===== src/common/mips_pkg.sv =====
package mips_pkg;

    typedef logic [31:0] word_t;
    typedef logic [4:0]  reg_addr_t;
    typedef logic [3:0]  mask_t;

    localparam int HW_INT_W = 6;
    typedef logic [HW_INT_W-1:0] hw_int_t;

    localparam int DMEM_DEPTH = 256;
    localparam int DMEM_AW    = $clog2(DMEM_DEPTH);
    typedef logic [DMEM_AW-1:0] dmem_idx_t;

    // memory operation handed over by execute
    typedef enum logic [3:0] {
        OP_NONE = 4'd0,
        OP_LB   = 4'd1,
        OP_LBU  = 4'd2,
        OP_LH   = 4'd3,
        OP_LHU  = 4'd4,
        OP_LW   = 4'd5,
        OP_SB   = 4'd6,
        OP_SH   = 4'd7,
        OP_SW   = 4'd8,
        OP_ERET = 4'd9
    } oper_t;

    // flag positions in the incoming exception word
    localparam int EXC_BIT_SYSCALL = 8;
    localparam int EXC_BIT_INVALID = 9;
    localparam int EXC_BIT_OV      = 11;
    localparam int EXC_BIT_ERET    = 12;

    // final exception codes, also the ExcCode written to Cause
    localparam word_t EXCP_NONE         = 32'd0;
    localparam word_t EXCP_INTERRUPT    = 32'd1;
    localparam word_t EXCP_SYSCALL      = 32'd8;
    localparam word_t EXCP_INVALID_INST = 32'd10;
    localparam word_t EXCP_OV           = 32'd12;
    localparam word_t EXCP_ERET         = 32'd14;

    localparam reg_addr_t CP0_STATUS = 5'd12;
    localparam reg_addr_t CP0_CAUSE  = 5'd13;
    localparam reg_addr_t CP0_EPC    = 5'd14;

    localparam int STATUS_IE_BIT  = 0;
    localparam int STATUS_EXL_BIT = 1;
    localparam int STATUS_IM_LO   = 8;
    localparam int STATUS_IM_HI   = 15;

    localparam int CAUSE_EXC_LO  = 2;
    localparam int CAUSE_EXC_HI  = 6;
    localparam int CAUSE_IP_LO   = 8;
    localparam int CAUSE_HWIP_LO = 10;
    localparam int CAUSE_IP_HI   = 15;
    localparam int CAUSE_BD_BIT  = 31;

    // only the two software interrupt bits are writable
    localparam word_t CP0_CAUSE_MASK = 32'h0000_0300;

    localparam word_t PC_RESET_ADDR = 32'hbfc0_0000;

endpackage

===== src/common/dmem_if.sv =====
`timescale 1ns/1ps

interface dmem_if
    import mips_pkg::*;
();

    word_t addr;
    word_t wdata;
    logic  we;
    logic  re;
    mask_t mask;
    word_t rdata;

    modport master (
        output addr,
        output wdata,
        output we,
        output re,
        output mask,
        input  rdata
    );

    modport slave (
        input  addr,
        input  wdata,
        input  we,
        input  re,
        input  mask,
        output rdata
    );

endinterface


===== src/hw/mem_stage/mem_stage.sv =====
`timescale 1ns/1ps

module mem_stage
    import mips_pkg::*;
(
    input  oper_t     oper_i,
    input  word_t     mem_addr_i,
    input  word_t     mem_wdata_i,

    input  logic      wreg_write_i,
    input  reg_addr_t wreg_addr_i,
    input  word_t     wreg_data_i,

    input  logic      whilo_i,
    input  word_t     hi_i,
    input  word_t     lo_i,

    input  logic      cp0_we_i,
    input  reg_addr_t cp0_waddr_i,
    input  word_t     cp0_wdata_i,

    input  word_t     exception_type_i,
    input  word_t     pc_i,
    input  logic      is_in_delayslot_i,
    input  word_t     cp0_status_i,
    input  word_t     cp0_cause_i,
    input  word_t     cp0_epc_i,

    // mtc0 sitting in writeback this cycle
    input  logic      wb_cp0_we_i,
    input  reg_addr_t wb_cp0_waddr_i,
    input  word_t     wb_cp0_wdata_i,

    dmem_if.master    dmem,

    output logic      wreg_write_o,
    output reg_addr_t wreg_addr_o,
    output word_t     wreg_data_o,

    output logic      whilo_o,
    output word_t     hi_o,
    output word_t     lo_o,

    output logic      cp0_we_o,
    output reg_addr_t cp0_waddr_o,
    output word_t     cp0_wdata_o,

    output word_t     exception_type_o,
    output word_t     pc_o,
    output logic      is_in_delayslot_o,
    output word_t     cp0_epc_o
);

    word_t status_eff;
    word_t cause_eff;
    word_t epc_eff;
    word_t exc_final;
    logic  int_pending;
    logic  excepting;

    mask_t mem_mask;
    word_t mem_wdata;
    logic  mem_we;
    logic  mem_re;
    word_t load_data;
    logic [7:0]  rd_byte;
    logic [15:0] rd_half;

    always_comb begin
        status_eff = cp0_status_i;
        cause_eff  = cp0_cause_i;
        epc_eff    = cp0_epc_i;
        if (wb_cp0_we_i) begin
            case (wb_cp0_waddr_i)
                CP0_STATUS: begin
                    status_eff = wb_cp0_wdata_i;
                end
                CP0_CAUSE: begin
                    cause_eff = (cp0_cause_i & ~CP0_CAUSE_MASK)
                              | (wb_cp0_wdata_i & CP0_CAUSE_MASK);
                end
                CP0_EPC: begin
                    epc_eff = wb_cp0_wdata_i;
                end
                default: begin
                end
            endcase
        end
    end

    assign int_pending = (|(cause_eff[CAUSE_IP_HI:CAUSE_IP_LO]
                            & status_eff[STATUS_IM_HI:STATUS_IM_LO]))
                         && !status_eff[STATUS_EXL_BIT]
                         && status_eff[STATUS_IE_BIT];

    // interrupt wins, then the flags in fixed order
    always_comb begin
        exc_final = EXCP_NONE;
        if (pc_i != PC_RESET_ADDR) begin
            if (int_pending) begin
                exc_final = EXCP_INTERRUPT;
            end else if (exception_type_i[EXC_BIT_SYSCALL]) begin
                exc_final = EXCP_SYSCALL;
            end else if (exception_type_i[EXC_BIT_INVALID]) begin
                exc_final = EXCP_INVALID_INST;
            end else if (exception_type_i[EXC_BIT_OV]) begin
                exc_final = EXCP_OV;
            end else if (exception_type_i[EXC_BIT_ERET]) begin
                exc_final = EXCP_ERET;
            end
        end
    end

    assign excepting = (exc_final != EXCP_NONE);

    // lane picked by the low address bits
    assign rd_byte = dmem.rdata[8*mem_addr_i[1:0] +: 8];
    assign rd_half = dmem.rdata[16*mem_addr_i[1] +: 16];

    always_comb begin
        mem_mask  = 4'b0000;
        mem_wdata = '0;
        mem_we    = 1'b0;
        mem_re    = 1'b0;
        load_data = wreg_data_i;
        case (oper_i)
            OP_LB, OP_LBU: begin
                mem_re    = 1'b1;
                mem_mask  = 4'b0001 << mem_addr_i[1:0];
                load_data = (oper_i == OP_LB) ? {{24{rd_byte[7]}}, rd_byte}
                                              : {24'b0, rd_byte};
            end
            OP_LH, OP_LHU: begin
                mem_re = 1'b1;
                // odd halfword address reads nothing
                if (mem_addr_i[0]) begin
                    load_data = '0;
                end else begin
                    mem_mask  = mem_addr_i[1] ? 4'b1100 : 4'b0011;
                    load_data = (oper_i == OP_LH) ? {{16{rd_half[15]}}, rd_half}
                                                  : {16'b0, rd_half};
                end
            end
            OP_LW: begin
                mem_re    = 1'b1;
                mem_mask  = 4'b1111;
                load_data = dmem.rdata;
            end
            OP_SB: begin
                mem_we    = 1'b1;
                mem_wdata = {4{mem_wdata_i[7:0]}};
                mem_mask  = 4'b0001 << mem_addr_i[1:0];
            end
            OP_SH: begin
                mem_we    = 1'b1;
                mem_wdata = {2{mem_wdata_i[15:0]}};
                if (!mem_addr_i[0]) begin
                    mem_mask = mem_addr_i[1] ? 4'b1100 : 4'b0011;
                end
            end
            OP_SW: begin
                mem_we    = 1'b1;
                mem_wdata = mem_wdata_i;
                mem_mask  = 4'b1111;
            end
            default: begin
            end
        endcase
    end

    assign dmem.addr  = mem_addr_i;
    assign dmem.wdata = mem_wdata;
    assign dmem.we    = mem_we & ~excepting;
    assign dmem.re    = mem_re;
    assign dmem.mask  = mem_mask;

    // an excepting instruction writes nothing back
    assign wreg_write_o = wreg_write_i & ~excepting;
    assign wreg_addr_o  = wreg_addr_i;
    assign wreg_data_o  = load_data;

    assign whilo_o = whilo_i & ~excepting;
    assign hi_o    = hi_i;
    assign lo_o    = lo_i;

    assign cp0_we_o    = cp0_we_i & ~excepting;
    assign cp0_waddr_o = cp0_waddr_i;
    assign cp0_wdata_o = cp0_wdata_i;

    assign exception_type_o  = exc_final;
    assign pc_o              = pc_i;
    assign is_in_delayslot_o = is_in_delayslot_i;
    assign cp0_epc_o         = epc_eff;

endmodule


===== src/flat_wrapper.sv =====
// flat-port wrapper written by rule: the top's interface ports become plain ports
module mem_stage_flat import mips_pkg::*;
  (oper_i, mem_addr_i, mem_wdata_i, wreg_write_i, wreg_addr_i, wreg_data_i, whilo_i, hi_i, lo_i, cp0_we_i, cp0_waddr_i, cp0_wdata_i, exception_type_i, pc_i, is_in_delayslot_i, cp0_status_i, cp0_cause_i, cp0_epc_i, wb_cp0_we_i, wb_cp0_waddr_i, wb_cp0_wdata_i, wreg_write_o, wreg_addr_o, wreg_data_o, whilo_o, hi_o, lo_o, cp0_we_o, cp0_waddr_o, cp0_wdata_o, exception_type_o, pc_o, is_in_delayslot_o, cp0_epc_o, dmem_addr, dmem_wdata, dmem_we, dmem_re, dmem_mask, dmem_rdata);
  dmem_if dmem_i ();
  input  oper_t oper_i;
  input  word_t mem_addr_i;
  input  word_t mem_wdata_i;
  input  logic wreg_write_i;
  input  reg_addr_t wreg_addr_i;
  input  word_t wreg_data_i;
  input  logic whilo_i;
  input  word_t hi_i;
  input  word_t lo_i;
  input  logic cp0_we_i;
  input  reg_addr_t cp0_waddr_i;
  input  word_t cp0_wdata_i;
  input  word_t exception_type_i;
  input  word_t pc_i;
  input  logic is_in_delayslot_i;
  input  word_t cp0_status_i;
  input  word_t cp0_cause_i;
  input  word_t cp0_epc_i;
  input  logic wb_cp0_we_i;
  input  reg_addr_t wb_cp0_waddr_i;
  input  word_t wb_cp0_wdata_i;
  output logic wreg_write_o;
  output reg_addr_t wreg_addr_o;
  output word_t wreg_data_o;
  output logic whilo_o;
  output word_t hi_o;
  output word_t lo_o;
  output logic cp0_we_o;
  output reg_addr_t cp0_waddr_o;
  output word_t cp0_wdata_o;
  output word_t exception_type_o;
  output word_t pc_o;
  output logic is_in_delayslot_o;
  output word_t cp0_epc_o;
  output wire logic [$bits(dmem_i.addr)-1:0] dmem_addr;
  output wire logic [$bits(dmem_i.wdata)-1:0] dmem_wdata;
  output wire logic [$bits(dmem_i.we)-1:0] dmem_we;
  output wire logic [$bits(dmem_i.re)-1:0] dmem_re;
  output wire logic [$bits(dmem_i.mask)-1:0] dmem_mask;
  input wire logic [$bits(dmem_i.rdata)-1:0] dmem_rdata;
  assign dmem_addr = dmem_i.addr;
  assign dmem_wdata = dmem_i.wdata;
  assign dmem_we = dmem_i.we;
  assign dmem_re = dmem_i.re;
  assign dmem_mask = dmem_i.mask;
  assign dmem_i.rdata = dmem_rdata;
  mem_stage u_core (.oper_i(oper_i), .mem_addr_i(mem_addr_i), .mem_wdata_i(mem_wdata_i), .wreg_write_i(wreg_write_i), .wreg_addr_i(wreg_addr_i), .wreg_data_i(wreg_data_i), .whilo_i(whilo_i), .hi_i(hi_i), .lo_i(lo_i), .cp0_we_i(cp0_we_i), .cp0_waddr_i(cp0_waddr_i), .cp0_wdata_i(cp0_wdata_i), .exception_type_i(exception_type_i), .pc_i(pc_i), .is_in_delayslot_i(is_in_delayslot_i), .cp0_status_i(cp0_status_i), .cp0_cause_i(cp0_cause_i), .cp0_epc_i(cp0_epc_i), .wb_cp0_we_i(wb_cp0_we_i), .wb_cp0_waddr_i(wb_cp0_waddr_i), .wb_cp0_wdata_i(wb_cp0_wdata_i), .dmem(dmem_i), .wreg_write_o(wreg_write_o), .wreg_addr_o(wreg_addr_o), .wreg_data_o(wreg_data_o), .whilo_o(whilo_o), .hi_o(hi_o), .lo_o(lo_o), .cp0_we_o(cp0_we_o), .cp0_waddr_o(cp0_waddr_o), .cp0_wdata_o(cp0_wdata_o), .exception_type_o(exception_type_o), .pc_o(pc_o), .is_in_delayslot_o(is_in_delayslot_o), .cp0_epc_o(cp0_epc_o));
endmodule

===== config.mk =====
export PLATFORM = sky130hd
export DESIGN_NAME = mem_stage_flat
export DESIGN_NICKNAME = d
export VERILOG_FILES = /design/src/common/mips_pkg.sv /design/src/common/dmem_if.sv /design/src/hw/mem_stage/mem_stage.sv /design/src/flat_wrapper.sv
export SDC_FILE = /design/constraint.sdc
export NUM_CORES = 1
export LEC_CHECK = 0
export BUFFER_PORTS_ARGS = -buffer_cell sky130_fd_sc_hd__buf_4
export CORE_AREA = 2 2 289 291
export DETAILED_ROUTE_END_ITERATION = 8
export DIE_AREA = 0 0 291 293
export GPL_TIMING_DRIVEN = 0
export PLACE_DENSITY_LB_ADDON = 0.3
export SKIP_LAST_GASP = 1
export SYNTH_ARGS = -nofsm -noshare
export SYNTH_HDL_FRONTEND = slang
export SYNTH_SLANG_ARGS = --single-unit

===== constraint.sdc =====
create_clock -name vclk -period 2.28
set_clock_uncertainty 0.1 [all_clocks]
set_input_delay 0 -clock vclk [all_inputs]
set_output_delay 0 -clock vclk [all_outputs]
set_load 0.05 [all_outputs]

==> flow_metrics.tcl <==
set metrics [dict create \
    status "complete, no violations" \
    crit_cells 9 \
    tightestPinTransition_ns 0.906 \
    die_area_um2 85300 \
    syn_avg_cell_area_um2 7.34 \
    fin_crit_ns 2.15 \
    period_share_pct 94.4 \
    ctsHoldBuffers 0 \
    worst-path-max-fanout 4 \
    setup_viol 0 \
    power_per_cell_area_nw_per_um2 293 \
    num-nets-final 1470 \
    cp_num_buf_inv 3 \
    critical_path_required_ns 2.18 \
    grt_antenna_before_repair 15 \
    critPathTopFamily "simple AND/OR/NAND/NOR gates" \
    vias_per_cell 2.65 \
    pre_cts_slack_ns -1.16 \
    first_iter_violations 146 \
    total_power_w 0.00265 \
    floorplan.die.height_um 293 \
    cp-endpoint "exception_type_o[2]" \
    grt_util_all_layers_pct 6.72 \
    first_global_vias 5748 \
    unrepaired_setup_endpoints_after_global_routing "yes" \
    wl_per_cell_um 15.2 \
    sequential_cell_area_fraction_in_the_yosys_report_pct 0 \
    setup.worst_path.start_class "input pin" \
    slowest_delay_ns 0.34 \
    highest_layer "met5" \
    post-route-util_pct 11.1 \
    vias 5572 \
    timing.critical_path.to_type "output pin" \
    ir_worst_vdd_mv 0.137 \
    die-width_um 291 \
    first_pass_iters 4 \
    drive_gt1_share_pct 76.1 \
    critPathLaunch "wb_cp0_waddr_i[4]" \
    synthCells 490 \
    seq_area_um2 0 \
    grt_pass1_wl_mm 41.5 \
    place_hpwl_mm 29.8 \
    max_slew_margin_pct 39.0 \
    grt-ovfl-total 0 \
    path_cells "buf_4, nand4b_4, nor3_4, mux2_1, a222oi_1, buf_4, a32oi_4, nor3_1, buf_4" \
    core_region_area_um2 81800 \
    hold_viol_final 0 \
    routabilityCongestion 0.848 \
    io_pins 748 \
    finalMaxSlewViolations 0 \
    max_freq_mhz 465 \
    largest_net_degree_at_the_start_of_global_routing 11 \
    detailroute.wirelength.met2_mm 16.6 \
    met3_wirelength_mm 3.07 \
    power.leakage_nw 4.37 \
    worst_hold_path_type "in -> out" \
    wirelength_mm 31.9 \
    clock_buffer_count 0 \
    worst_ep_arrival_time_ns 2.05 \
    synth_top_area_share_pct 41.8 \
    postLayoutSetupSlackWorst_ns 0.127 \
    ys_warn_count 0 \
    fin_worst_hold_slack_ns 0.154 \
    drt_drc_violations_left 0 \
    path_class "in -> out" \
    sequential_cell_total 0 \
    wl_met1_mm 11.1 \
    portBuffers 506 \
    synthesis.area_um2 3600 \
    start_util_pct 4.39 \
    flow.area_growth_from_synthesis_pct 152 \
    row_count 105 \
    timing.max_cap.violations 0 \
    yosysUniqueCellTypes 49 \
    yosys.area.top_type "buf_4" \
    netlist_top_cells_area "buf_4 (42%), mux2_2 (11%), a221o_1 (7.0%)" \
    worst_path_most_repeated_cell "buf_4" \
    worst_path_max_delay_cell "mux2_1" \
    ant_nets 0 \
]
[worst min path at each step]
stage | startpoint | endpoint | slack [ns] | cells past startpoint
after floorplan | exception_type_i[8] | exception_type_o[1] | 0.005 | 1
after global placement | cp0_wdata_i[29] | cp0_wdata_o[29] | 0.16 | 2
after detailed placement | mem_addr_i[18] | dmem_addr[18] | 0.15 | 2
after CTS | mem_addr_i[18] | dmem_addr[18] | 0.15 | 2
after global routing | hi_i[25] | hi_o[25] | 0.16 | 2
final | mem_addr_i[18] | dmem_addr[18] | 0.15 | 2
[cell usage after synthesis (all sizes together)]
master / number
buf: 208
mux2: 37
a221o: 25
nand2: 24
nor2: 24
o21ai: 24
mux2i: 18
a22o: 17
a21oi: 13
clkbuf: 12
a22oi: 11
nor4: 11
and2: 10
nor3: 8
nor2b: 7
inv: 5
a31oi: 4
nand4: 3
o22ai: 3
a32oi: 2
nand3: 2
nand4b: 2
o21a: 2
o22a: 2
a211oi: 1
a21o: 1
a222oi: 1
a31o: 1
a41oi: 1
and2b: 1
and3: 1
conb: 1
mux4: 1
nand2b: 1
nand3b: 1
nor3b: 1
o221a: 1
o31ai: 1
or3b: 1
xor2: 1
[stage by stage]
step	std cells	TNS (ns)	cell area, µm²
6_report	2105	0	9040
5_1_grt	2102	-0.0113	9040
4_1_cts	2098	-0.0305	8990
3_5_place_dp	2094	-14.09	8850
3_3_place_gp	2093	-23.04	8840
2_1_floorplan	517	-0.761	3700
[metal layers]
| layer | global-route usage, % | vias to the layer above |
|---|---|---|
| met3 | 1.82 | 52 |
| met4 | 2.27 | 2 |
| met2 | 12.7 | 406 |
| met5 | 0 | - |
| li1 | - | 2624 |
| met1 | 7.10 | 2488 |
[kinds of logic after synthesis]
group                  synth area share, %
other                                0.104
AND/OR/NAND/NOR                       14.9
buffers and inverters                 44.6
AO/OA/AOI/OAI                         22.9
XOR/XNOR                             0.244
multiplexers                          17.2
[layout by cell type, fill, tap and decap left out, types with 6 or more instances in the layout]
cell type and n:
buf_4 708, mux2_2 35, conb_1 28, a221o_1 25
nor2_1 24, nand2_1 23, o21ai_0 23, mux2i_1 18
a22o_1 17, a21oi_1 12, a22oi_1 11, and2_1 10
clkbuf_1 9, diode_2 7, buf_2 7, nor2b_1 7
nor4_1 6
[layout make-up]
type / instances / area, µm²
inverter: 5 / 18.8
multi-input combinational: 292 / 2230
buffer: 220 / 1600
timing repair buffer: 511 / 3850
antenna: 7 / 17.5
tap: 1070 / 1340
fill: 9553 / 72800
[where the power goes]
| group | leakage (nW) | internal [W] | total [W] | switching (W) |
|---|---|---|---|---|
| Combinational | 4.37 | 0.000979 | 0.00265 | 0.00167 |
| Sequential | 0 | 0 | 0 | 0 |
| Clock | 0.0000444 | 0.000000000302 | 0.000000000302 | 0 |
| Total | 4.37 | 0.000980 | 0.00265 | 0.00167 |
[what timing repair did]
action	4_1_cts	5_1_grt
cloned	0	0
hold endpoints to repair	0	0
resized for setup	19	6
setup endpoints to repair	40	24
pin swaps	5	2
setup buffers	4	0
Note: power is estimated with default switching activity, not from simulation.
