File: config.mk
export PLATFORM = sky130hd
export DESIGN_NAME = cp0_regs
export DESIGN_NICKNAME = d
export VERILOG_FILES = /design/src/common/mips_pkg.sv /design/src/hw/cp0/cp0_regs.sv
export SDC_FILE = /design/constraint.sdc
export NUM_CORES = 1
export LEC_CHECK = 0
export BUFFER_PORTS_ARGS = -buffer_cell sky130_fd_sc_hd__buf_2
export CORE_MARGIN = 2
export CORE_UTILIZATION = 40
export DETAILED_ROUTE_END_ITERATION = 7
export GPL_ROUTABILITY_DRIVEN = 0
export HOLD_SLACK_MARGIN = 0.05
export PLACE_DENSITY = 0.73
export SYNTH_ARGS = -nofsm -noshare
export SYNTH_HDL_FRONTEND = slang
export SYNTH_SLANG_ARGS = --single-unit
File: constraint.sdc
create_clock -name clk -period 2.8 [get_ports clk]
set_clock_uncertainty 0.15 [all_clocks]
set_input_delay 0.28 -clock clk [delete_from_list [all_inputs] [get_ports clk]]
set_output_delay 0.28 -clock clk [all_outputs]
set_load 0.02 [all_outputs]
File: src/common/mips_pkg.sv
package mips_pkg;

    typedef logic [31:0] word_t;
    typedef logic [4:0]  reg_addr_t;
    typedef logic [3:0]  mask_t;

    localparam int HW_INT_W = 6;
    typedef logic [HW_INT_W-1:0] hw_int_t;

    localparam int DMEM_DEPTH = 256;
    localparam int DMEM_AW    = $clog2(DMEM_DEPTH);
    typedef logic [DMEM_AW-1:0] dmem_idx_t;

    // memory operation handed over by execute
    typedef enum logic [3:0] {
        OP_NONE = 4'd0,
        OP_LB   = 4'd1,
        OP_LBU  = 4'd2,
        OP_LH   = 4'd3,
        OP_LHU  = 4'd4,
        OP_LW   = 4'd5,
        OP_SB   = 4'd6,
        OP_SH   = 4'd7,
        OP_SW   = 4'd8,
        OP_ERET = 4'd9
    } oper_t;

    // flag positions in the incoming exception word
    localparam int EXC_BIT_SYSCALL = 8;
    localparam int EXC_BIT_INVALID = 9;
    localparam int EXC_BIT_OV      = 11;
    localparam int EXC_BIT_ERET    = 12;

    // final exception codes, also the ExcCode written to Cause
    localparam word_t EXCP_NONE         = 32'd0;
    localparam word_t EXCP_INTERRUPT    = 32'd1;
    localparam word_t EXCP_SYSCALL      = 32'd8;
    localparam word_t EXCP_INVALID_INST = 32'd10;
    localparam word_t EXCP_OV           = 32'd12;
    localparam word_t EXCP_ERET         = 32'd14;

    localparam reg_addr_t CP0_STATUS = 5'd12;
    localparam reg_addr_t CP0_CAUSE  = 5'd13;
    localparam reg_addr_t CP0_EPC    = 5'd14;

    localparam int STATUS_IE_BIT  = 0;
    localparam int STATUS_EXL_BIT = 1;
    localparam int STATUS_IM_LO   = 8;
    localparam int STATUS_IM_HI   = 15;

    localparam int CAUSE_EXC_LO  = 2;
    localparam int CAUSE_EXC_HI  = 6;
    localparam int CAUSE_IP_LO   = 8;
    localparam int CAUSE_HWIP_LO = 10;
    localparam int CAUSE_IP_HI   = 15;
    localparam int CAUSE_BD_BIT  = 31;

    // only the two software interrupt bits are writable
    localparam word_t CP0_CAUSE_MASK = 32'h0000_0300;

    localparam word_t PC_RESET_ADDR = 32'hbfc0_0000;

endpackage
File: src/hw/cp0/cp0_regs.sv
`timescale 1ns/1ps

module cp0_regs
    import mips_pkg::*;
(
    input  logic      clk,
    input  logic      reset_i,
    input  hw_int_t   int_i,

    // mtc0 from writeback
    input  logic      we_i,
    input  reg_addr_t waddr_i,
    input  word_t     wdata_i,

    input  word_t     exception_type_i,
    input  word_t     pc_i,
    input  logic      is_in_delayslot_i,

    output word_t     status_o,
    output word_t     cause_o,
    output word_t     epc_o
);

    word_t status_q;
    word_t cause_q;
    word_t epc_q;
    logic [CAUSE_EXC_HI-CAUSE_EXC_LO:0] exc_code;

    // interrupts record ExcCode 0
    assign exc_code = (exception_type_i == EXCP_INTERRUPT)
                    ? '0 : exception_type_i[CAUSE_EXC_HI-CAUSE_EXC_LO:0];

    always_ff @(posedge clk) begin
        if (reset_i) begin
            status_q <= '0;
            cause_q  <= '0;
            epc_q    <= '0;
        end else begin
            if (we_i) begin
                case (waddr_i)
                    CP0_STATUS: begin
                        status_q <= wdata_i;
                    end
                    CP0_CAUSE: begin
                        cause_q <= (cause_q & ~CP0_CAUSE_MASK) | (wdata_i & CP0_CAUSE_MASK);
                    end
                    CP0_EPC: begin
                        epc_q <= wdata_i;
                    end
                    default: begin
                    end
                endcase
            end

            // exception record overrides the mtc0 above
            if (exception_type_i == EXCP_ERET) begin
                status_q[STATUS_EXL_BIT] <= 1'b0;
            end else if (exception_type_i != EXCP_NONE) begin
                status_q[STATUS_EXL_BIT]            <= 1'b1;
                cause_q[CAUSE_EXC_HI:CAUSE_EXC_LO] <= exc_code;
                cause_q[CAUSE_BD_BIT]               <= is_in_delayslot_i;
                epc_q <= is_in_delayslot_i ? pc_i - 32'd4 : pc_i;
            end

            cause_q[CAUSE_IP_HI:CAUSE_HWIP_LO] <= int_i;
        end
    end

    assign status_o = status_q;
    assign cause_o  = cause_q;
    assign epc_o    = epc_q;

endmodule

==> flow_summary.json, run 1 <==
{
  "status": "finished clean",
  "synthFlopType": "dfxtp_1",
  "dp.cells": 747,
  "cts_tree": "yes",
  "max_freq_ghz": 0.373,
  "yosysTopAreaCell": "dfxtp_1",
  "antenna_found_initial": 0,
  "path_class": "primary input to register",
  "clockBufferDepth": 2,
  "place_ws_ns": 0.327,
  "startpoint_type": "primary input",
  "vias_per_cell": 5.10,
  "peakVddDrop_mv": 0.259,
  "grt_pass1_vias": 3768,
  "synthAdderAreaFrac": 0.00323,
  "rsz0062_at_grt": "false",
  "arrival_ns": 2.72,
  "ioPinCount": 207,
  "grt_use_total": 0.230,
  "cts_sinks": 78,
  "min_period_ns": 2.68,
  "cpMaxStageDelayCell": "dlygate4sd3_1",
  "grt_max_degree": 79,
  "synth-xor-area-share": 0.0543,
  "crit_required_ns": 2.84,
  "fin_tns_setup_ns": 0,
  "root_buffer": "clkbuf_8",
  "async_reset_ff_frac": 0,
  "powerDensity_nw_per_um2": 445,
  "synth.mux.area_fraction": 0.0317,
  "worstPathCellList": "dlygate4sd3_1 > buf_2 > or3_1 > and2_1 > or4b_1 > buf_4 > a211oi_1 > a211oi_1",
  "insertion_delay_ns": 0.35,
  "hp-class": "primary input to register",
  "overflow": 0,
  "synthTopCellsByArea": "dfxtp_1 40%, a211oi_1 9.1%, nand2_1 7.9%",
  "slowest_delay_ns": 0.55,
  "vias": 4071,
  "area_growth_pct": 38.6,
  "cts_buffers": 9,
  "place_area_um2": 4810,
  "worstMarginPinSlew_ns": 1.10,
  "fp.dieH_um": 102,
  "synth-edff-count": 0,
  "die_w_um": 102,
  "synth_top_area_frac": 0.403,
  "clk_pin_slew_ns": 0.08,
  "fp-row-count": 35,
  "coreArea_um2": 9330,
  "ys_warn_count": 0,
  "crit_path_frequent_cell": "a211oi_1",
  "yosys.area_share.simple": 0.255,
  "wl_per_cell_um": 15.3,
  "final_nets": 777,
  "wl_mm": 12.3,
  "setup_slack_ns": 0.118,
  "drc": 0,
  "drive_above_1_share": 0.340,
  "relSlewSlack": 0.269,
  "grt_pass1_wl_mm": 18.8,
  "netlist-cell-type-count": 48,
  "final_area_um2": 5370,
  "worst-path-max-fanout": 47,
  "syn_area_um2": 3870,
  "total_power_mw": 2.38,
  "cts_resized": 0,
  "htree_levels": 3,
  "dpl.hpwl_mm": 8.99,
  "syn_area_per_cell_um2": 8.51,
  "synth_top_family_by_area": "simple AND/OR/NAND/NOR gates",
  "port_buffers": 188,
  "start_util": 0.415,
  "maxCapViolCount": 0,
  "synthCells": 455,
  "synth_seq_cells": 78,
  "yosysMostFrequentCell": "nand2_1",
  "drtAntennaViolNets": 0,
  "die-area_um2": 10500,
  "p_leak_nw": 2.30,
  "fin_crit_sh": 0.958,
  "instances_no_fill": 799,
  "synth_compound_area_frac": 0.172,
  "dr.pass1.iters": 4,
  "drv_slew": 0,
  "hold_viol_final": 0,
  "n_antenna_cell": 0,
  "drt_iter0_drc": 228,
  "ys_seq_area_frac": 0.403,
  "synth_common_cells": "81 x nand2_1, 78 x dfxtp_1, 47 x a211oi_1",
  "setup_viol": 0,
  "cp-end-kind": "register"
}
## placed cells by master, fill, tap and decap left out, drive strengths merged, types with 2 or more instances in the layout
cell / netlist / routed
or4: 5 / 5
nor4: 13 / 13
conb: 1 / 18
mux2: 2 / 2
nand3: 5 / 5
clkbuf: 21 / 10
dfxtp: 78 / 78
nor3: 15 / 15
clkinvlp: 0 / 3
o31a: 2 / 2
a21oi: 41 / 41
clkinv: 0 / 2
nor2b: 26 / 26
dlygate4sd3: 1 / 36
nor3b: 2 / 2
inv: 3 / 3
xor2: 4 / 4
nand2: 81 / 81
o21ai: 3 / 3
a311oi: 2 / 2
xnor2: 20 / 20
or3: 8 / 8
mux2i: 10 / 10
a211oi: 49 / 49
nand4: 4 / 4
nor2: 20 / 20
buf: 27 / 195
## stage by stage
stage,util,hold WS [ns]
2_1_floorplan,-,0.247
3_3_place_gp,0.516,0.289
3_5_place_dp,0.516,0.293
4_1_cts,0.575,0.0536
5_1_grt,0.575,0.0639
6_report,0.575,0.0777
## sequential cells by signal (all words and copies together) (netlist names)
| signal | flops |
|---|---|
| epc_o | 32 |
| status_o | 32 |
| cause_o | 14 |
## repair_timing
action,CTS,global route
hold buffers,36,0
setup buffers,0,0
hold endpoints to repair,36,0
## where the power goes
group | switching, mW | internal (mW)
logic | 0.227 | 0.171
clock network | 0.413 | 0.409
registers | 0.0171 | 1.15
total | 0.657 | 1.73
## critical path, delay by kind of cell
kind / cells / cell delay, ns
simple gates: 3 / 1.08
compound gates: 2 / 0.36
buf+inv: 3 / 0.99
## final timing paths
check | startpoint | to | slack, ns | cells past startpoint
max reg2reg | epc_o[25] | epc_o[25] | 1.70 | 3
max | exception_type_i[1] | epc_o[25] | 0.12 | 8
min | wdata_i[9] | status_o[9] | 0.08 | 3
min reg2reg | status_o[16] | status_o[16] | 0.30 | 2
## logic make-up (layout without fill, tap and decap cells)
kind of cell             count (synthesis)  in the layout
AO/OA/AOI/OAI                          101            101
XOR/XNOR                                24             24
adder cells (fa/ha/maj)                  1              1
buffers and inverters                   52            250
flip-flops                              78             78
multiplexers                            12             12
other                                    1             18
AND/OR/NAND/NOR                        186            186
## layer usage
layer  wire length [um]  global-route usage  share of wire  vias to the layer above
met4                349               0.105          0.028                        0
met1               5600               0.313           0.46                     1871
met2               5560               0.359           0.45                      178
li1                   -                   -              -                     1986
met3                755              0.0356          0.062                       36
met5                  0                   0              0                        -
## cell type report
type,count,area (um2)
Multi-Input combinational cell,342,2070
Fill cell,847,3960
Inverter,3,11.3
Clock inverter,6,62.6
Timing Repair Buffer,231,1370
Sequential cell,78,1560
Tap cell,129,161
Clock buffer,10,128
Note: power is estimated with default switching activity, not from simulation.
==> run 2: changes to the inputs <==
Settings changed: ABC_CLOCK_PERIOD_IN_PS set to 2900.
Clock period 2.8 ns to 2.9 ns, I/O delays scaled along.
==> flow_summary.json, run 2 (synthesis gave the netlist of run 1 again) <==
{
  "crit_required_ns": 2.96,
  "cp-end-kind": "register",
  "worstPathCellList": "dlygate4sd3_1 > buf_2 > or3_1 > and2_1 > or4b_1 > buf_4 > a211oi_1 > a211oi_1",
  "hp-class": "primary input to register",
  "cts_resized": 0,
  "wl_mm": 12.3,
  "clockBufferDepth": 2,
  "wl_per_cell_um": 15.3,
  "crit_family": "simple AND/OR/NAND/NOR gates",
  "area_growth_pct": 39.9,
  "crit_cells": 8,
  "critPathBufInv": 3,
  "peakVddDrop_mv": 0.185,
  "reg2reg_depth": 3,
  "setup_viol": 0,
  "worst-path-max-fanout": 47,
  "htree_levels": 3,
  "vias_per_cell": 5.09,
  "grt_pass1_wl_mm": 18.2,
  "cts_buffers": 9,
  "coreArea_um2": 9330,
  "setup_slack_ns": 0.205,
  "slowest_delay_ns": 0.56,
  "relSlewSlack": 0.285,
  "antenna_found_initial": 0,
  "insertion_delay_ns": 0.35,
  "final_common_cell": "buf_2",
  "ioPinCount": 207,
  "overflow": 0,
  "n_antenna_cell": 0,
  "status": "finished clean",
  "place_ws_ns": 0.426,
  "clk_pin_slew_ns": 0.09,
  "startpoint_type": "primary input",
  "rsz0062_at_grt": "false",
  "drtAntennaViolNets": 0,
  "grt_pass1_vias": 3733,
  "final_nets": 778,
  "p_leak_nw": 2.32,
  "dr.pass1.iters": 4,
  "start_util": 0.415,
  "hold_viol_final": 0,
  "cts_tree": "yes",
  "drv_slew": 0,
  "arrival_ns": 2.75,
  "grt_use_total": 0.225,
  "dpl.hpwl_mm": 8.88,
  "fin_crit_sh": 0.929,
  "fp.dieH_um": 102,
  "die_w_um": 102,
  "drc": 0,
  "drive_above_1_share": 0.338,
  "grt_max_degree": 54,
  "layout_common_cells": "188 x buf_2, 81 x nand2_1, 78 x dfxtp_1, 47 x a211oi_1, 41 x a21oi_1",
  "cts_sinks": 78,
  "whs_path_depth": 3,
  "worstMarginPinSlew_ns": 1.07,
  "fin_tns_setup_ns": 0,
  "maxCapViolCount": 0,
  "path_class": "primary input to register",
  "crit_path_frequent_cell": "a211oi_1",
  "powerDensity_nw_per_um2": 442,
  "cpMaxStageDelayCell": "dlygate4sd3_1",
  "die-area_um2": 10500,
  "fp-row-count": 35,
  "min_period_ns": 2.69,
  "drt_iter0_drc": 171,
  "root_buffer": "clkbuf_8",
  "port_buffers": 188,
  "max_freq_ghz": 0.371,
  "hold_buffers": 38,
  "vias": 4069,
  "postCtsSetupBuffers": 0
}
-- run 2: per-layer routing --
metal | up-vias | track usage | wire length (um)
li1 | 1989 | - | -
met1 | 1876 | 0.305 | 5520
met2 | 171 | 0.340 | 5570
met3 | 33 | 0.0369 | 767
met4 | 0 | 0.126 | 403
met5 | - | 0 | 0
-- run 2: path summary, 6_finish.rpt --
path,startpoint,endpoint,slack [ns]
setup / recovery,exception_type_i[1],epc_o[20],0.21
hold / removal,wdata_i[8],status_o[8],0.07
setup reg to reg,epc_o[20],epc_o[20],1.80
hold reg to reg,status_o[7],status_o[7],0.31
-- run 2: area by class of cell --
| type | count | area [um2] |
|---|---|---|
| Timing Repair Buffer | 232 | 1390 |
| Sequential cell | 78 | 1560 |
| Clock inverter | 6 | 86.3 |
| Fill cell | 856 | 3910 |
| Tap cell | 129 | 161 |
| Multi-Input combinational cell | 342 | 2070 |
| Clock buffer | 10 | 128 |
| Inverter | 3 | 11.3 |
-- run 2: worst reg2reg max path, stage by stage (launching register included) --
cell and delay, ns:
dfxtp_1 0.33, nor2b_1 0.14, a211oi_1 0.26, a211oi_1 0.09
-- run 2: per-stage QoR --
step	std cells	power [mW]	hold WS [ns]	cell area (um2)	util
global placement	746	1.49	0.287	4820	0.517
floorplan	472	1.34	0.257	3940	-
CTS	800	2.41	0.0526	5410	0.580
finish	800	2.39	0.0690	5410	0.580
detailed placement	746	1.49	0.293	4820	0.517
global route	800	2.50	0.0594	5410	0.580
-- run 2: power by group --
group | switching, mW | internal [mW]
clock | 0.400 | 0.483
sequential | 0.0170 | 1.11
combinational | 0.217 | 0.168
==> run 3: changes to the inputs <==
==> constraint.sdc (replaced) <==
create_clock -name clk -period 2.9 [get_ports clk]
set_clock_uncertainty 0.15 [all_clocks]
set_input_delay 0.58 -clock clk [delete_from_list [all_inputs] [get_ports clk]]
set_output_delay 0.58 -clock clk [all_outputs]
set_load 0.02 [all_outputs]
==> flow_summary.json, run 3 (synthesis gave the netlist of run 1 again) <==
{
  "place_area_um2": 4850,
  "crit_path_frequent_cell": "a211oi_1",
  "fin_tns_setup_ns": 0,
  "combPwrFrac": 0.156,
  "peakVddDrop_mv": 0.267,
  "arrival_ns": 2.39,
  "place_ws_ns": 0.220,
  "swShare": 0.294,
  "area_growth_pct": 29.7,
  "dpl.hpwl_mm": 9.14,
  "p_switching_uw": 650,
  "drv_slew": 0,
  "die-area_um2": 10500,
  "htree_levels": 3,
  "cts_resized": 0,
  "root_buffer": "clkbuf_8",
  "start_util": 0.415,
  "antenna_found_initial": 0,
  "p_seq_frac": 0.509,
  "rsz0062_at_grt": "false",
  "relSlewSlack": 0.563,
  "setup_viol": 0,
  "drive_above_1_share": 0.361,
  "clk_pin_slew_ns": 0.09,
  "clockBufferDepth": 2,
  "overflow": 0,
  "status": "finished clean",
  "ioPinCount": 207,
  "worst-path-max-fanout": 47,
  "n_antenna_cell": 0,
  "fp.dieH_um": 102,
  "cts_buffers": 9,
  "insertion_delay_ns": 0.33,
  "hold_viol_final": 0,
  "crit_family": "simple AND/OR/NAND/NOR gates",
  "crit_required_ns": 2.95,
  "internal_power_mw": 1.56,
  "r2r_setup_slack_ns": 1.82,
  "slowest_delay_ns": 0.63,
  "layout_common_cells": "188 x buf_2, 81 x nand2_1, 78 x dfxtp_1, 47 x a211oi_1, 41 x a21oi_1",
  "vias_per_cell": 5.06,
  "vias": 3869,
  "powerDensity_nw_per_um2": 440,
  "drtAntennaViolNets": 0,
  "p_clk_frac": 0.335,
  "min_period_ns": 2.34,
  "hp-class": "primary input to register",
  "whs_ns": 0.291,
  "path_class": "primary input to register",
  "fp-row-count": 35,
  "reg2reg_depth": 3,
  "cts_sinks": 78,
  "p_leak_nw": 2.15,
  "dp.cells": 748,
  "final_area_um2": 5020,
  "grt_use_total": 0.223,
  "wl_mm": 11.9,
  "postCtsSetupBuffers": 0,
  "die_w_um": 102,
  "whs_path_depth": 2,
  "hp-start": "int_i[2]",
  "port_buffers": 188,
  "maxCapViolCount": 0,
  "r2r_start": "epc_o[18]",
  "grt_max_degree": 54,
  "cp-end-kind": "register",
  "drc": 0,
  "final_common_cell": "buf_2",
  "drt_iter0_drc": 174,
  "final_nets": 742,
  "critPathBufInv": 2,
  "dr.pass1.iters": 4,
  "grt_pass1_wl_mm": 18.1,
  "cpMaxStageDelayCell": "or4b_1",
  "total_power_mw": 2.21,
  "worstPathCellList": "buf_2 > nor4_1 > nand4_1 > or4b_1 > buf_12 > a211oi_1 > a211oi_1",
  "min_to": "cause_o[12]",
  "max_freq_ghz": 0.427,
  "fin_crit_sh": 0.808,
  "wl_per_cell_um": 15.6,
  "setup_slack_ns": 0.556,
  "coreArea_um2": 9330,
  "final_core_util": 0.538,
  "worstMarginPinSlew_ns": 0.655,
  "cts_tree": "yes",
  "rr_endpoint": "epc_o[18]",
  "startpoint_type": "primary input",
  "hold_buffers": 0,
  "instances_no_fill": 764,
  "grt_pass1_vias": 3579
}
## run 3: worst register-to-register path: stages (launching register included)
cell and delay, ns:
dfxtp_1 0.32, nor2b_1 0.13, a211oi_1 0.26, a211oi_1 0.09
## run 3: metal layers
layer,share of wire,track usage,wire length (um),vias up
met5,0,0,0,-
met3,0.057,0.0506,678,21
met1,0.47,0.307,5650,1783
li1,-,-,-,1918
met4,0.025,0.0862,296,0
met2,0.44,0.340,5290,147
## run 3: worst max path at each step
stage | start | end | slack, ns | cells past startpoint
6_report | exception_type_i[13] | epc_o[18] | 0.56 | 7
5_1_grt | exception_type_i[13] | epc_o[18] | 0.38 | 7
4_1_cts | exception_type_i[20] | epc_o[16] | 0.59 | 7
3_5_place_dp | exception_type_i[20] | epc_o[16] | 0.22 | 7
3_3_place_gp | exception_type_i[20] | epc_o[23] | 0.30 | 7
2_1_floorplan | exception_type_i[20] | epc_o[26] | 0.39 | 7
## run 3: power groups by stage
| stage | sequential, mW | clock [mW] | combinational [mW] |
|---|---|---|---|
| final | 1.13 | 0.739 | 0.344 |
| after global routing | 1.13 | 0.800 | 0.372 |
| after CTS | 1.13 | 0.755 | 0.343 |
| after detailed placement | 1.15 | 0 | 0.341 |
| after global placement | 1.15 | 0 | 0.337 |
| after floorplan | 1.20 | 0 | 0.143 |
## run 3: cell type report
cell class / count / area [um2]
Tap cell: 129 / 161
Sequential cell: 78 / 1560
Clock buffer: 10 / 128
Clock inverter: 6 / 45.0
Timing Repair Buffer: 196 / 1040
Inverter: 3 / 11.3
Fill cell: 925 / 4310
Multi-Input combinational cell: 342 / 2070
