`src/common/mips_pkg.sv`:
```
package mips_pkg;

    typedef logic [31:0] word_t;
    typedef logic [4:0]  reg_addr_t;
    typedef logic [3:0]  mask_t;

    localparam int HW_INT_W = 6;
    typedef logic [HW_INT_W-1:0] hw_int_t;

    localparam int DMEM_DEPTH = 256;
    localparam int DMEM_AW    = $clog2(DMEM_DEPTH);
    typedef logic [DMEM_AW-1:0] dmem_idx_t;

    // memory operation handed over by execute
    typedef enum logic [3:0] {
        OP_NONE = 4'd0,
        OP_LB   = 4'd1,
        OP_LBU  = 4'd2,
        OP_LH   = 4'd3,
        OP_LHU  = 4'd4,
        OP_LW   = 4'd5,
        OP_SB   = 4'd6,
        OP_SH   = 4'd7,
        OP_SW   = 4'd8,
        OP_ERET = 4'd9
    } oper_t;

    // flag positions in the incoming exception word
    localparam int EXC_BIT_SYSCALL = 8;
    localparam int EXC_BIT_INVALID = 9;
    localparam int EXC_BIT_OV      = 11;
    localparam int EXC_BIT_ERET    = 12;

    // final exception codes, also the ExcCode written to Cause
    localparam word_t EXCP_NONE         = 32'd0;
    localparam word_t EXCP_INTERRUPT    = 32'd1;
    localparam word_t EXCP_SYSCALL      = 32'd8;
    localparam word_t EXCP_INVALID_INST = 32'd10;
    localparam word_t EXCP_OV           = 32'd12;
    localparam word_t EXCP_ERET         = 32'd14;

    localparam reg_addr_t CP0_STATUS = 5'd12;
    localparam reg_addr_t CP0_CAUSE  = 5'd13;
    localparam reg_addr_t CP0_EPC    = 5'd14;

    localparam int STATUS_IE_BIT  = 0;
    localparam int STATUS_EXL_BIT = 1;
    localparam int STATUS_IM_LO   = 8;
    localparam int STATUS_IM_HI   = 15;

    localparam int CAUSE_EXC_LO  = 2;
    localparam int CAUSE_EXC_HI  = 6;
    localparam int CAUSE_IP_LO   = 8;
    localparam int CAUSE_HWIP_LO = 10;
    localparam int CAUSE_IP_HI   = 15;
    localparam int CAUSE_BD_BIT  = 31;

    // only the two software interrupt bits are writable
    localparam word_t CP0_CAUSE_MASK = 32'h0000_0300;

    localparam word_t PC_RESET_ADDR = 32'hbfc0_0000;

endpackage
```
`src/hw/mem_wb_reg.sv`:
```
`timescale 1ns/1ps

module mem_wb_reg
    import mips_pkg::*;
(
    input  logic      clk,
    input  logic      reset_i,

    input  logic      wreg_write_i,
    input  reg_addr_t wreg_addr_i,
    input  word_t     wreg_data_i,
    input  logic      whilo_i,
    input  word_t     hi_i,
    input  word_t     lo_i,
    input  logic      cp0_we_i,
    input  reg_addr_t cp0_waddr_i,
    input  word_t     cp0_wdata_i,
    input  word_t     exception_type_i,

    output logic      wreg_write_o,
    output reg_addr_t wreg_addr_o,
    output word_t     wreg_data_o,
    output logic      whilo_o,
    output word_t     hi_o,
    output word_t     lo_o,
    output logic      cp0_we_o,
    output reg_addr_t cp0_waddr_o,
    output word_t     cp0_wdata_o,
    output word_t     exception_type_o
);

    always_ff @(posedge clk) begin
        if (reset_i) begin
            wreg_write_o     <= 1'b0;
            wreg_addr_o      <= '0;
            wreg_data_o      <= '0;
            whilo_o          <= 1'b0;
            hi_o             <= '0;
            lo_o             <= '0;
            cp0_we_o         <= 1'b0;
            cp0_waddr_o      <= '0;
            cp0_wdata_o      <= '0;
            exception_type_o <= EXCP_NONE;
        end else begin
            wreg_write_o     <= wreg_write_i;
            wreg_addr_o      <= wreg_addr_i;
            wreg_data_o      <= wreg_data_i;
            whilo_o          <= whilo_i;
            hi_o             <= hi_i;
            lo_o             <= lo_i;
            cp0_we_o         <= cp0_we_i;
            cp0_waddr_o      <= cp0_waddr_i;
            cp0_wdata_o      <= cp0_wdata_i;
            exception_type_o <= exception_type_i;
        end
    end

endmodule

```
`config.mk`:
```
export PLATFORM = sky130hd
export DESIGN_NAME = mem_wb_reg
export DESIGN_NICKNAME = d
export VERILOG_FILES = /design/src/common/mips_pkg.sv /design/src/hw/mem_wb_reg.sv
export SDC_FILE = /design/constraint.sdc
export NUM_CORES = 1
export LEC_CHECK = 0
export ABC_AREA = 1
export BUFFER_PORTS_ARGS = -buffer_cell sky130_fd_sc_hd__buf_2
export CAP_MARGIN = 20
export CELL_PAD_IN_SITES_DETAIL_PLACEMENT = 0
export CELL_PAD_IN_SITES_GLOBAL_PLACEMENT = 1
export CORE_ASPECT_RATIO = 0.9
export CORE_MARGIN = 2
export CORE_UTILIZATION = 28
export CTS_CLUSTER_DIAMETER = 200
export DETAILED_ROUTE_END_ITERATION = 8
export GPL_TIMING_DRIVEN = 0
export PLACE_DENSITY = 0.85
export SLEW_MARGIN = 20
export SYNTH_ARGS = -nofsm -noshare
export SYNTH_HDL_FRONTEND = slang
export SYNTH_SLANG_ARGS = --single-unit
```
`constraint.sdc`:
```
create_clock -name clk -period 0.8 [get_ports clk]
set_input_delay 0.08 -clock clk [delete_from_list [all_inputs] [get_ports clk]]
set_output_delay 0.08 -clock clk [all_outputs]
set_load 0.005 [all_outputs]
```
==> results.py, run 1 <==
metrics = {
    "run_status": {
        "outcome": "finished with violations",
        "violations_in_the_final_reports": "negative setup slack",
    },
    "route": {
        "detailedRoute.firstPassIterationCount": 4,
        "postRouteWirelength_um": 17000,
        "drc_errors": 0,
        "route.antenna.remaining_nets": 0,
        "dr.first_iter.drc_count": 114,
        "post_drt_via_cell_ratio": 3.78,
        "routedWlPerCell_um": 12.8,
        "vias": 5034,
    },
    "setup_path": {
        "cp-start-kind": "flip-flop",
        "criticalPathCategory": "reg2out",
        "slowest_stage": "sky130_fd_sc_hd__dfxtp_2",
        "required_time_at_the_worst_slack_endpoint_ns": 0.72,
        "critical_path.max_stage_delay_ns": 0.33,
        "cpLargestDelayFamily": "flip-flops",
        "crit_path_max_fanout": 1,
        "critPathArrivalTime_ns": 0.86,
        "worstSetupEndpointType": "output port",
        "worstPathBufferInverterCount": 1,
        "worstPathCellList": "buf_6",
    },
    "grt": {
        "grt_pass1_vias": 5160,
        "grt_first_pass_wirelength_um": 24900,
        "grt.total_usage_pct": 16.7,
        "grt_start_max_net_pins": 18,
        "antenna_found_initial": 0,
        "globalRouteOverflowTotal": 0,
    },
    "yosys": {
        "netlist_top_cells_area": "sky130_fd_sc_hd__dfxtp_1 69%, sky130_fd_sc_hd__inv_1 13%, sky130_fd_sc_hd__nor2_1 13%",
        "netlist.area_leader.share_pct": 69.2,
        "post_synth_inst_count": 538,
        "synth.yosys.seq_area_share_pct": 69.2,
        "syn-cell-area_sq_um": 5010,
        "synth_top_cell_by_area": "sky130_fd_sc_hd__dfxtp_1",
        "syn-num-nets": 713,
        "ys_seq_elements": 173,
        "ys_warn_count": 0,
        "netlist-cell-type-count": 5,
        "synthesis.area_per_instance_sq_um": 9.30,
    },
    "sta": {
        "tightestPinTransition_ns": 0.204,
        "post-route-period-util_pct": 117,
        "clock.fmax_mhz": 1070,
        "period_needed_ns": 0.939,
        "setup_violations": 173,
        "report.final.hold_viol_count": 0,
        "slew_headroom_pct": 86.4,
        "tns_ns": -20.07,
        "worst_hold_slack_ns": 0.0841,
        "layout_setup_ws_ns": -0.139,
        "rsz0062_at_grt": "true",
        "timing.final.max_slew_violations": 0,
    },
    "final_layout": {
        "final_layout_size_suffix_gt1_share_pct": 42.3,
        "design.final.nets": 1252,
        "final_instance_area_sq_um": 9750,
        "utilization_pct": 55.5,
        "area_delta_synth_final_pct": 94.7,
    },
    "placed_design": {
        "placedInstanceArea_sq_um": 7040,
        "place.gp.congestion": 0.779,
        "post-dp-hpwl_um": 10400,
        "placement.io_buffers": 346,
    },
    "run": {
        "drv.max_cap_violation_count": 0,
    },
    "die": {
        "floorplan.die.height_um": 131,
        "core_region_area_sq_um": 17600,
        "initial_core_util_pct": 28.5,
        "io_pins": 348,
        "die_area_sq_um": 19000,
        "placementRows": 46,
        "chipWidth_um": 145,
    },
    "clocking": {
        "clkSlewWorstSetupHoldPaths_ns": 0.07,
        "postCtsSetupRepairBufs": 0,
        "cts_tree": "built",
        "cts_root_buffer": "sky130_fd_sc_hd__clkbuf_16",
        "total_number_of_clock_tree_sinks": 173,
        "htreeDepth": 4,
        "clock_buffers_created_by_tritoncts": 17,
        "cts_buffer_depth": 2,
    },
    "min_path": {
        "hp-class": "in2reg",
    },
    "pwr": {
        "ir_worst_vdd_uv": 1330,
        "p_per_area_nw_per_um2": 2010,
        "power.static_leakage_nw": 5.42,
    },
}
[where the power goes]
group	leakage, nW	internal [W]	switching (W)
clock	0.271	0.00411	0.00371
sequential	1.46	0.00911	0.000144
combinational	3.69	0.00155	0.000921
total	5.42	0.0148	0.00477
[cell usage after synthesis (all sizes together)]
cell      n
clkbuf   12
nor2    173
dfxtp   173
buf       7
inv     173
[per-layer routing]
layer	up-vias	routed length, um	GRT usage [%]
li1	2519	-	-
met3	32	1440	6.67
met1	2244	6470	17.6
met4	0	447	7.45
met2	239	8620	30.1
met5	-	0	0
[worst paths after layout]
path | endpoint | cells past startpoint | slack, ns | from
worst max-delay path | lo_o[5] | 1 | -0.14 | lo_o[5]$_SDFF_PP0_
worst min-delay path | cp0_wdata_o[16]$_SDFF_PP0_ | 3 | 0.08 | reset_i
[state kept, by name, indices dropped and copies added, names as in the netlist]
| register | count |
|---|---|
| wreg_addr_o | 5 |
| whilo_o | 1 |
| lo_o | 32 |
| hi_o | 32 |
| cp0_waddr_o | 5 |
| exception_type_o | 32 |
| cp0_wdata_o | 32 |
| wreg_write_o | 1 |
| cp0_we_o | 1 |
| wreg_data_o | 32 |
[placed cells by master, fill, tap and decap left out, drive strengths merged]
cell type / Yosys / layout
clkinv: 0 / 3
clkinvlp: 0 / 2
clkbuf: 12 / 30
nor2: 173 / 173
dfxtp: 173 / 173
inv: 173 / 182
buf: 7 / 353
diode: 0 / 1
dlygate4sd3: 0 / 174
[cell families after synthesis]
family,after synthesis,synth area share [%]
buffers and inverters,192,17.8
AND/OR/NAND/NOR,173,13.0
flip-flops,173,69.2
[cell type report]
class	instances	area, sq um
fillers	1445	7810
repair buffers	520	3800
flip-flops and latches	173	3540
multi-input cells	173	649
inverters	173	649
clock buffers	18	429
well taps	240	300
plain buffers	19	244
clock inverters	14	128
diodes	1	2.50
[per-stage QoR]
| stage | instances | total power [W] | worst slack [ns] |
|---|---|---|---|
| 2_1_floorplan | 538 | 0.00997 | 0.292 |
| 3_3_place_gp | 1124 | 0.0109 | 0.124 |
| 3_5_place_dp | 1124 | 0.0110 | 0.120 |
| 4_1_cts | 1330 | 0.0196 | -0.169 |
| 5_1_grt | 1330 | 0.0204 | -0.188 |
| 6_report | 1331 | 0.0195 | -0.139 |
[timing repair]
item                                    in CTS  in global routing
hold buffers                               174                  0
resized for setup                           16                101
endpoints found under the setup margin     173                173
endpoints found under the hold margin      173                  0
Power figures use the tool's default switching activity.
==> run 2: changes to the inputs <==
--- a/config.mk
+++ b/config.mk
@@ -17,6 +17,7 @@
 export DETAILED_ROUTE_END_ITERATION = 8
 export GPL_TIMING_DRIVEN = 0
 export PLACE_DENSITY = 0.85
+export RECOVER_POWER = 50
 export SLEW_MARGIN = 20
 export SYNTH_ARGS = -nofsm -noshare
 export SYNTH_HDL_FRONTEND = slang
==> results.py, run 2 (synthesis results as in run 1) <==
metrics = {
    "sta": {
        "tightestPinTransition_ns": 0.203,
        "rsz0062_at_grt": "true",
        "period_needed_ns": 0.939,
        "clock.fmax_mhz": 1060,
        "timing.final.max_slew_violations": 0,
        "slew_headroom_pct": 86.4,
        "layout_setup_ws_ns": -0.139,
        "post-route-period-util_pct": 117,
        "report.final.hold_viol_count": 0,
        "worst_hold_slack_ns": 0.0872,
        "setup_violations": 173,
    },
    "grt": {
        "globalRouteOverflowTotal": 0,
        "grt_start_max_net_pins": 18,
        "grt_first_pass_wirelength_um": 24900,
        "antenna_found_initial": 0,
        "grt.total_usage_pct": 16.7,
        "grt_pass1_vias": 5160,
    },
    "clocking": {
        "cts_root_buffer": "sky130_fd_sc_hd__clkbuf_16",
        "cts_buffer_depth": 2,
        "total_number_of_clock_tree_sinks": 173,
        "clkSlewWorstSetupHoldPaths_ns": 0.07,
        "cts_tree": "built",
        "clock_buffers_created_by_tritoncts": 17,
        "htreeDepth": 4,
    },
    "route": {
        "route.layer.met1.wl_um": 6460,
        "dr.first_iter.drc_count": 126,
        "met2RoutedLength_um": 8630,
        "post_drt_via_cell_ratio": 3.79,
        "route.antenna.remaining_nets": 0,
        "vias": 5039,
        "dr.max_layer_used": "met4",
        "route.met3.wl_um": 1450,
        "detailedRoute.firstPassIterationCount": 5,
        "drc_errors": 0,
        "postRouteWirelength_um": 17000,
        "routedWlPerCell_um": 12.8,
    },
    "setup_path": {
        "cpLargestDelayFamily": "flip-flops",
        "cp-start-kind": "flip-flop",
        "criticalPathCategory": "reg2out",
        "worstPathBufferInverterCount": 1,
        "worstPathCellList": "buf_6",
        "critical_path.max_stage_delay_ns": 0.33,
        "crit_path_max_fanout": 1,
        "worstSetupEndpointType": "output port",
        "slowest_stage": "sky130_fd_sc_hd__dfxtp_2",
        "critPathArrivalTime_ns": 0.86,
        "required_time_at_the_worst_slack_endpoint_ns": 0.72,
    },
    "die": {
        "initial_core_util_pct": 28.5,
        "floorplan.die.height_um": 131,
        "die_area_sq_um": 19000,
        "placementRows": 46,
        "core_region_area_sq_um": 17600,
        "chipWidth_um": 145,
        "io_pins": 348,
    },
    "placed_design": {
        "place.gp.congestion": 0.779,
        "placedInstanceArea_sq_um": 7040,
        "post-dp-hpwl_um": 10400,
        "placement.io_buffers": 346,
        "dpl.cell_count": 1124,
    },
    "run_status": {
        "violations_in_the_final_reports": "negative setup slack",
        "outcome": "finished with violations",
    },
    "final_layout": {
        "utilization_pct": 55.5,
        "instances_no_fill": 1331,
        "layout.cells.most_common_list": "293 x sky130_fd_sc_hd__buf_2, 174 x sky130_fd_sc_hd__dlygate4sd3_1, 173 x sky130_fd_sc_hd__inv_1, 173 x sky130_fd_sc_hd__nor2_1, 108 x sky130_fd_sc_hd__dfxtp_1",
        "area_delta_synth_final_pct": 94.7,
        "design.final.nets": 1252,
        "final_layout_size_suffix_gt1_share_pct": 42.2,
        "layout_commonest_cell": "sky130_fd_sc_hd__buf_2",
        "final.fill_count": 1446,
        "final_instance_area_sq_um": 9740,
    },
    "pwr": {
        "power.share.clock_pct": 40.0,
        "power.switching_w": 0.00477,
        "p_per_area_nw_per_um2": 2010,
        "ir_worst_vdd_uv": 1330,
        "power.static_leakage_nw": 5.42,
        "cell_internal_pwr_w": 0.0148,
        "power_frac_seq_pct": 47.3,
        "combPwrFrac_pct": 12.7,
        "switching_fraction_pct": 24.4,
    },
    "run": {
        "drv.max_cap_violation_count": 0,
    },
    "min_path": {
        "hp-class": "in2reg",
    },
}
[run 2: cell types whose count changed in the layout (fill, tap and decap cells not counted)]
cell / previous run / this run
sky130_fd_sc_hd__buf_2: 294 / 293
sky130_fd_sc_hd__clkbuf_1: 1 / 2
[run 2: cell type report]
type | count | area, sq um | area share [%]
repair buffers | 520 | 3800 | 39.0
flip-flops and latches | 173 | 3540 | 36.4
multi-input cells | 173 | 649 | 6.66
inverters | 173 | 649 | 6.66
clock buffers | 18 | 429 | 4.40
well taps | 240 | 300 | 3.08
plain buffers | 19 | 244 | 2.50
clock inverters | 14 | 128 | 1.31
diodes | 1 | 2.50 | 0.0257
[run 2: per-stage QoR]
| stage | setup TNS [ns] | setup slack [ns] | power, W |
|---|---|---|---|
| after global routing | -27.86 | -0.188 | 0.0204 |
| after global placement | 0 | 0.124 | 0.0109 |
| final | -20.04 | -0.139 | 0.0195 |
| after floorplan | 0 | 0.292 | 0.00997 |
| after detailed placement | 0 | 0.120 | 0.0110 |
| after CTS | -24.60 | -0.169 | 0.0196 |
[run 2: final timing paths]
check	slack [ns]	cells past startpoint	from	end
min	0.09	3	reset_i	cp0_wdata_o[16]$_SDFF_PP0_
max	-0.14	1	lo_o[5]$_SDFF_PP0_	lo_o[5]
[run 2: timing repair]
action	4_1_cts	5_1_grt
resized for setup	16	101
hold endpoints to repair	173	0
setup endpoints to repair	173	173
setup buffers	0	0
hold buffers	174	0
[run 2: power by group through the flow]
stage,Sequential [W],Combinational (W),Clock (W)
after floorplan,0.00945,0.000519,0
after global placement,0.00935,0.00159,0
after detailed placement,0.00937,0.00161,0
after CTS,0.00918,0.00230,0.00808
after global routing,0.00929,0.00270,0.00841
final,0.00925,0.00248,0.00781
[run 2: per-layer routing]
metal,track usage [%],up-vias
met3,6.67,32
met1,17.6,2244
met5,0,-
met4,7.45,0
li1,-,2521
met2,30.1,242
==> run 3: changes to the inputs <==
--- a/config.mk
+++ b/config.mk
@@ -12,11 +12,13 @@
 export CELL_PAD_IN_SITES_GLOBAL_PLACEMENT = 1
 export CORE_ASPECT_RATIO = 0.9
 export CORE_MARGIN = 2
-export CORE_UTILIZATION = 28
+export CORE_UTILIZATION = 29
+export CTS_BUF_LIST = sky130_fd_sc_hd__clkbuf_4 sky130_fd_sc_hd__clkbuf_8
 export CTS_CLUSTER_DIAMETER = 200
 export DETAILED_ROUTE_END_ITERATION = 8
+export GPL_ROUTABILITY_DRIVEN = 0
 export GPL_TIMING_DRIVEN = 0
-export PLACE_DENSITY = 0.85
+export PLACE_DENSITY_LB_ADDON = 0.12
 export RECOVER_POWER = 50
 export SLEW_MARGIN = 20
 export SYNTH_ARGS = -nofsm -noshare
==> results.py, run 3 (synthesis results as in run 1) <==
metrics = {
    "run_status": {
        "outcome": "finished with violations",
        "violations_in_the_final_reports": "negative setup slack",
    },
    "sta": {
        "period_needed_ns": 0.974,
        "post-route-period-util_pct": 122,
        "slew_headroom_pct": 86.8,
        "timing.final.max_slew_violations": 0,
        "clock.fmax_mhz": 1030,
        "layout_setup_ws_ns": -0.174,
        "rsz0062_at_grt": "true",
        "worst_hold_slack_ns": 0.0414,
        "tns_ns": -25.87,
        "report.final.hold_viol_count": 0,
        "tightestPinTransition_ns": 0.198,
        "setup_violations": 173,
    },
    "route": {
        "postRouteWirelength_um": 15900,
        "post_drt_via_cell_ratio": 3.79,
        "vias": 4932,
        "drc_errors": 0,
        "detailedRoute.firstPassIterationCount": 4,
        "dr.first_iter.drc_count": 101,
        "route.antenna.remaining_nets": 0,
        "routedWlPerCell_um": 12.3,
    },
    "setup_path": {
        "crit_cells": 1,
        "required_time_at_the_worst_slack_endpoint_ns": 0.72,
        "worstPathBufferInverterCount": 1,
        "cpLargestDelayFamily": "flip-flops",
        "critical_path.max_stage_delay_ns": 0.34,
        "criticalPathCategory": "reg2out",
        "worstSetupEndpointType": "output port",
        "worstPathCellList": "buf_6",
        "crit_path_max_fanout": 1,
        "critPathArrivalTime_ns": 0.89,
        "slowest_stage": "sky130_fd_sc_hd__dfxtp_2",
        "worstSetupStartpoint": "lo_o[4]$_SDFF_PP0_",
        "cp-start-kind": "flip-flop",
    },
    "die": {
        "die_area_sq_um": 18300,
        "floorplan.die.height_um": 129,
        "core_region_area_sq_um": 16900,
        "chipWidth_um": 142,
        "initial_core_util_pct": 29.6,
        "io_pins": 348,
        "placementRows": 45,
    },
    "pwr": {
        "p_per_area_nw_per_um2": 1870,
        "combPwrFrac_pct": 13.7,
        "power.switching_w": 0.00416,
        "power_frac_seq_pct": 52.2,
        "cell_internal_pwr_w": 0.0135,
        "ir_worst_vdd_uv": 1550,
        "switching_fraction_pct": 23.5,
        "power.static_leakage_nw": 5.32,
        "power.share.clock_pct": 34.1,
    },
    "placed_design": {
        "post_place_worst_slack_ns": 0.171,
        "placement.io_buffers": 346,
        "post-dp-hpwl_um": 10900,
    },
    "min_path": {
        "worst_hold_path.num_cells": 3,
        "worstHoldEndpoint": "exception_type_o[6]$_SDFF_PP0_",
        "hp-class": "in2reg",
        "min_from": "reset_i",
    },
    "run": {
        "drv.max_cap_violation_count": 0,
    },
    "clocking": {
        "postCtsSetupRepairBufs": 0,
        "htreeDepth": 4,
        "cts_buffer_depth": 2,
        "clkSlewWorstSetupHoldPaths_ns": 0.09,
        "total_number_of_clock_tree_sinks": 173,
        "clock_buffers_created_by_tritoncts": 17,
        "cts_tree": "built",
        "cts_root_buffer": "sky130_fd_sc_hd__clkbuf_8",
    },
    "final_layout": {
        "final_layout_size_suffix_gt1_share_pct": 41.4,
        "multiInputGateArea_sq_um": 649,
        "design.final.nets": 1252,
        "final.fill_count": 1493,
        "area_delta_synth_final_pct": 89.1,
        "layout_commonest_cell": "sky130_fd_sc_hd__buf_2",
        "layout.cells.most_common_list": "303 x sky130_fd_sc_hd__buf_2, 174 x sky130_fd_sc_hd__dlygate4sd3_1, 173 x sky130_fd_sc_hd__inv_1, 173 x sky130_fd_sc_hd__nor2_1, 117 x sky130_fd_sc_hd__dfxtp_1",
        "antennaDiodeCount": 0,
        "register_area_sq_um": 3530,
    },
    "grt": {
        "grt_pass1_vias": 4962,
        "globalRouteOverflowTotal": 0,
        "grt.total_usage_pct": 16.5,
        "grt_first_pass_wirelength_um": 23200,
        "grt_start_max_net_pins": 17,
        "antenna_found_initial": 0,
    },
}
==> run 3: layout make-up <==
cell class,instances,share of cell area [%]
buffer,19,2.58
clock buffer,19,2.70
clock inverter,12,1.43
inverter,173,6.86
multi-input combinational,173,6.86
sequential,173,37.3
tap,211,2.79
timing repair buffer,520,39.5
==> run 3: layer usage <==
metal | GRT usage (%) | vias to the layer above | part of all wire (%) | wire length [um]
met3 | 7.70 | 26 | 10 | 1620
met2 | 31.3 | 222 | 53 | 8420
met1 | 15.0 | 2169 | 35 | 5530
met5 | 0 | - | 0 | 0
li1 | - | 2515 | - | -
met4 | 7.11 | 0 | 2.4 | 378
==> run 3: timing repair <==
action	in CTS	in global routing
endpoints found under the hold margin	173	0
setup endpoints to repair	173	173
resized for setup	10	88
hold buffers	174	0
==> run 3: worst min-delay path, delay by kind of cell <==
kind	cells	cell delay, ns
buffers and inverters	2	0.33
AND/OR/NAND/NOR	1	0.05
==> run 3: through the flow <==
step                      utilization, %  total power [W]  cells  cell area [sq um]
after detailed placement            41.5           0.0110   1095               7000
final                               56.0           0.0177   1300               9470
after global routing                56.0           0.0185   1300               9470
after CTS                           54.2           0.0177   1300               9160
after global placement              41.5           0.0110   1095               7000
after floorplan                        -          0.00997    538               5010
==> run 3: worst max-delay path by stage <==
stage                                endpoint  slack [ns]
global placement          lo_o[23]$_SDFF_PP0_        0.18
finish                                lo_o[4]       -0.17
floorplan           cp0_waddr_o[0]$_SDFF_PP0_        0.29
detailed placement        lo_o[23]$_SDFF_PP0_        0.17
CTS                                   lo_o[4]       -0.22
global route             exception_type_o[10]       -0.24
==> run 3: power by group through the flow <==
| stage | combinational, W | sequential [W] | clock (W) |
|---|---|---|---|
| floorplan | 0.000519 | 0.00945 | 0 |
| global placement | 0.00159 | 0.00936 | 0 |
| detailed placement | 0.00161 | 0.00937 | 0 |
| CTS | 0.00230 | 0.00918 | 0.00624 |
| global route | 0.00266 | 0.00928 | 0.00660 |
| finish | 0.00241 | 0.00923 | 0.00603 |
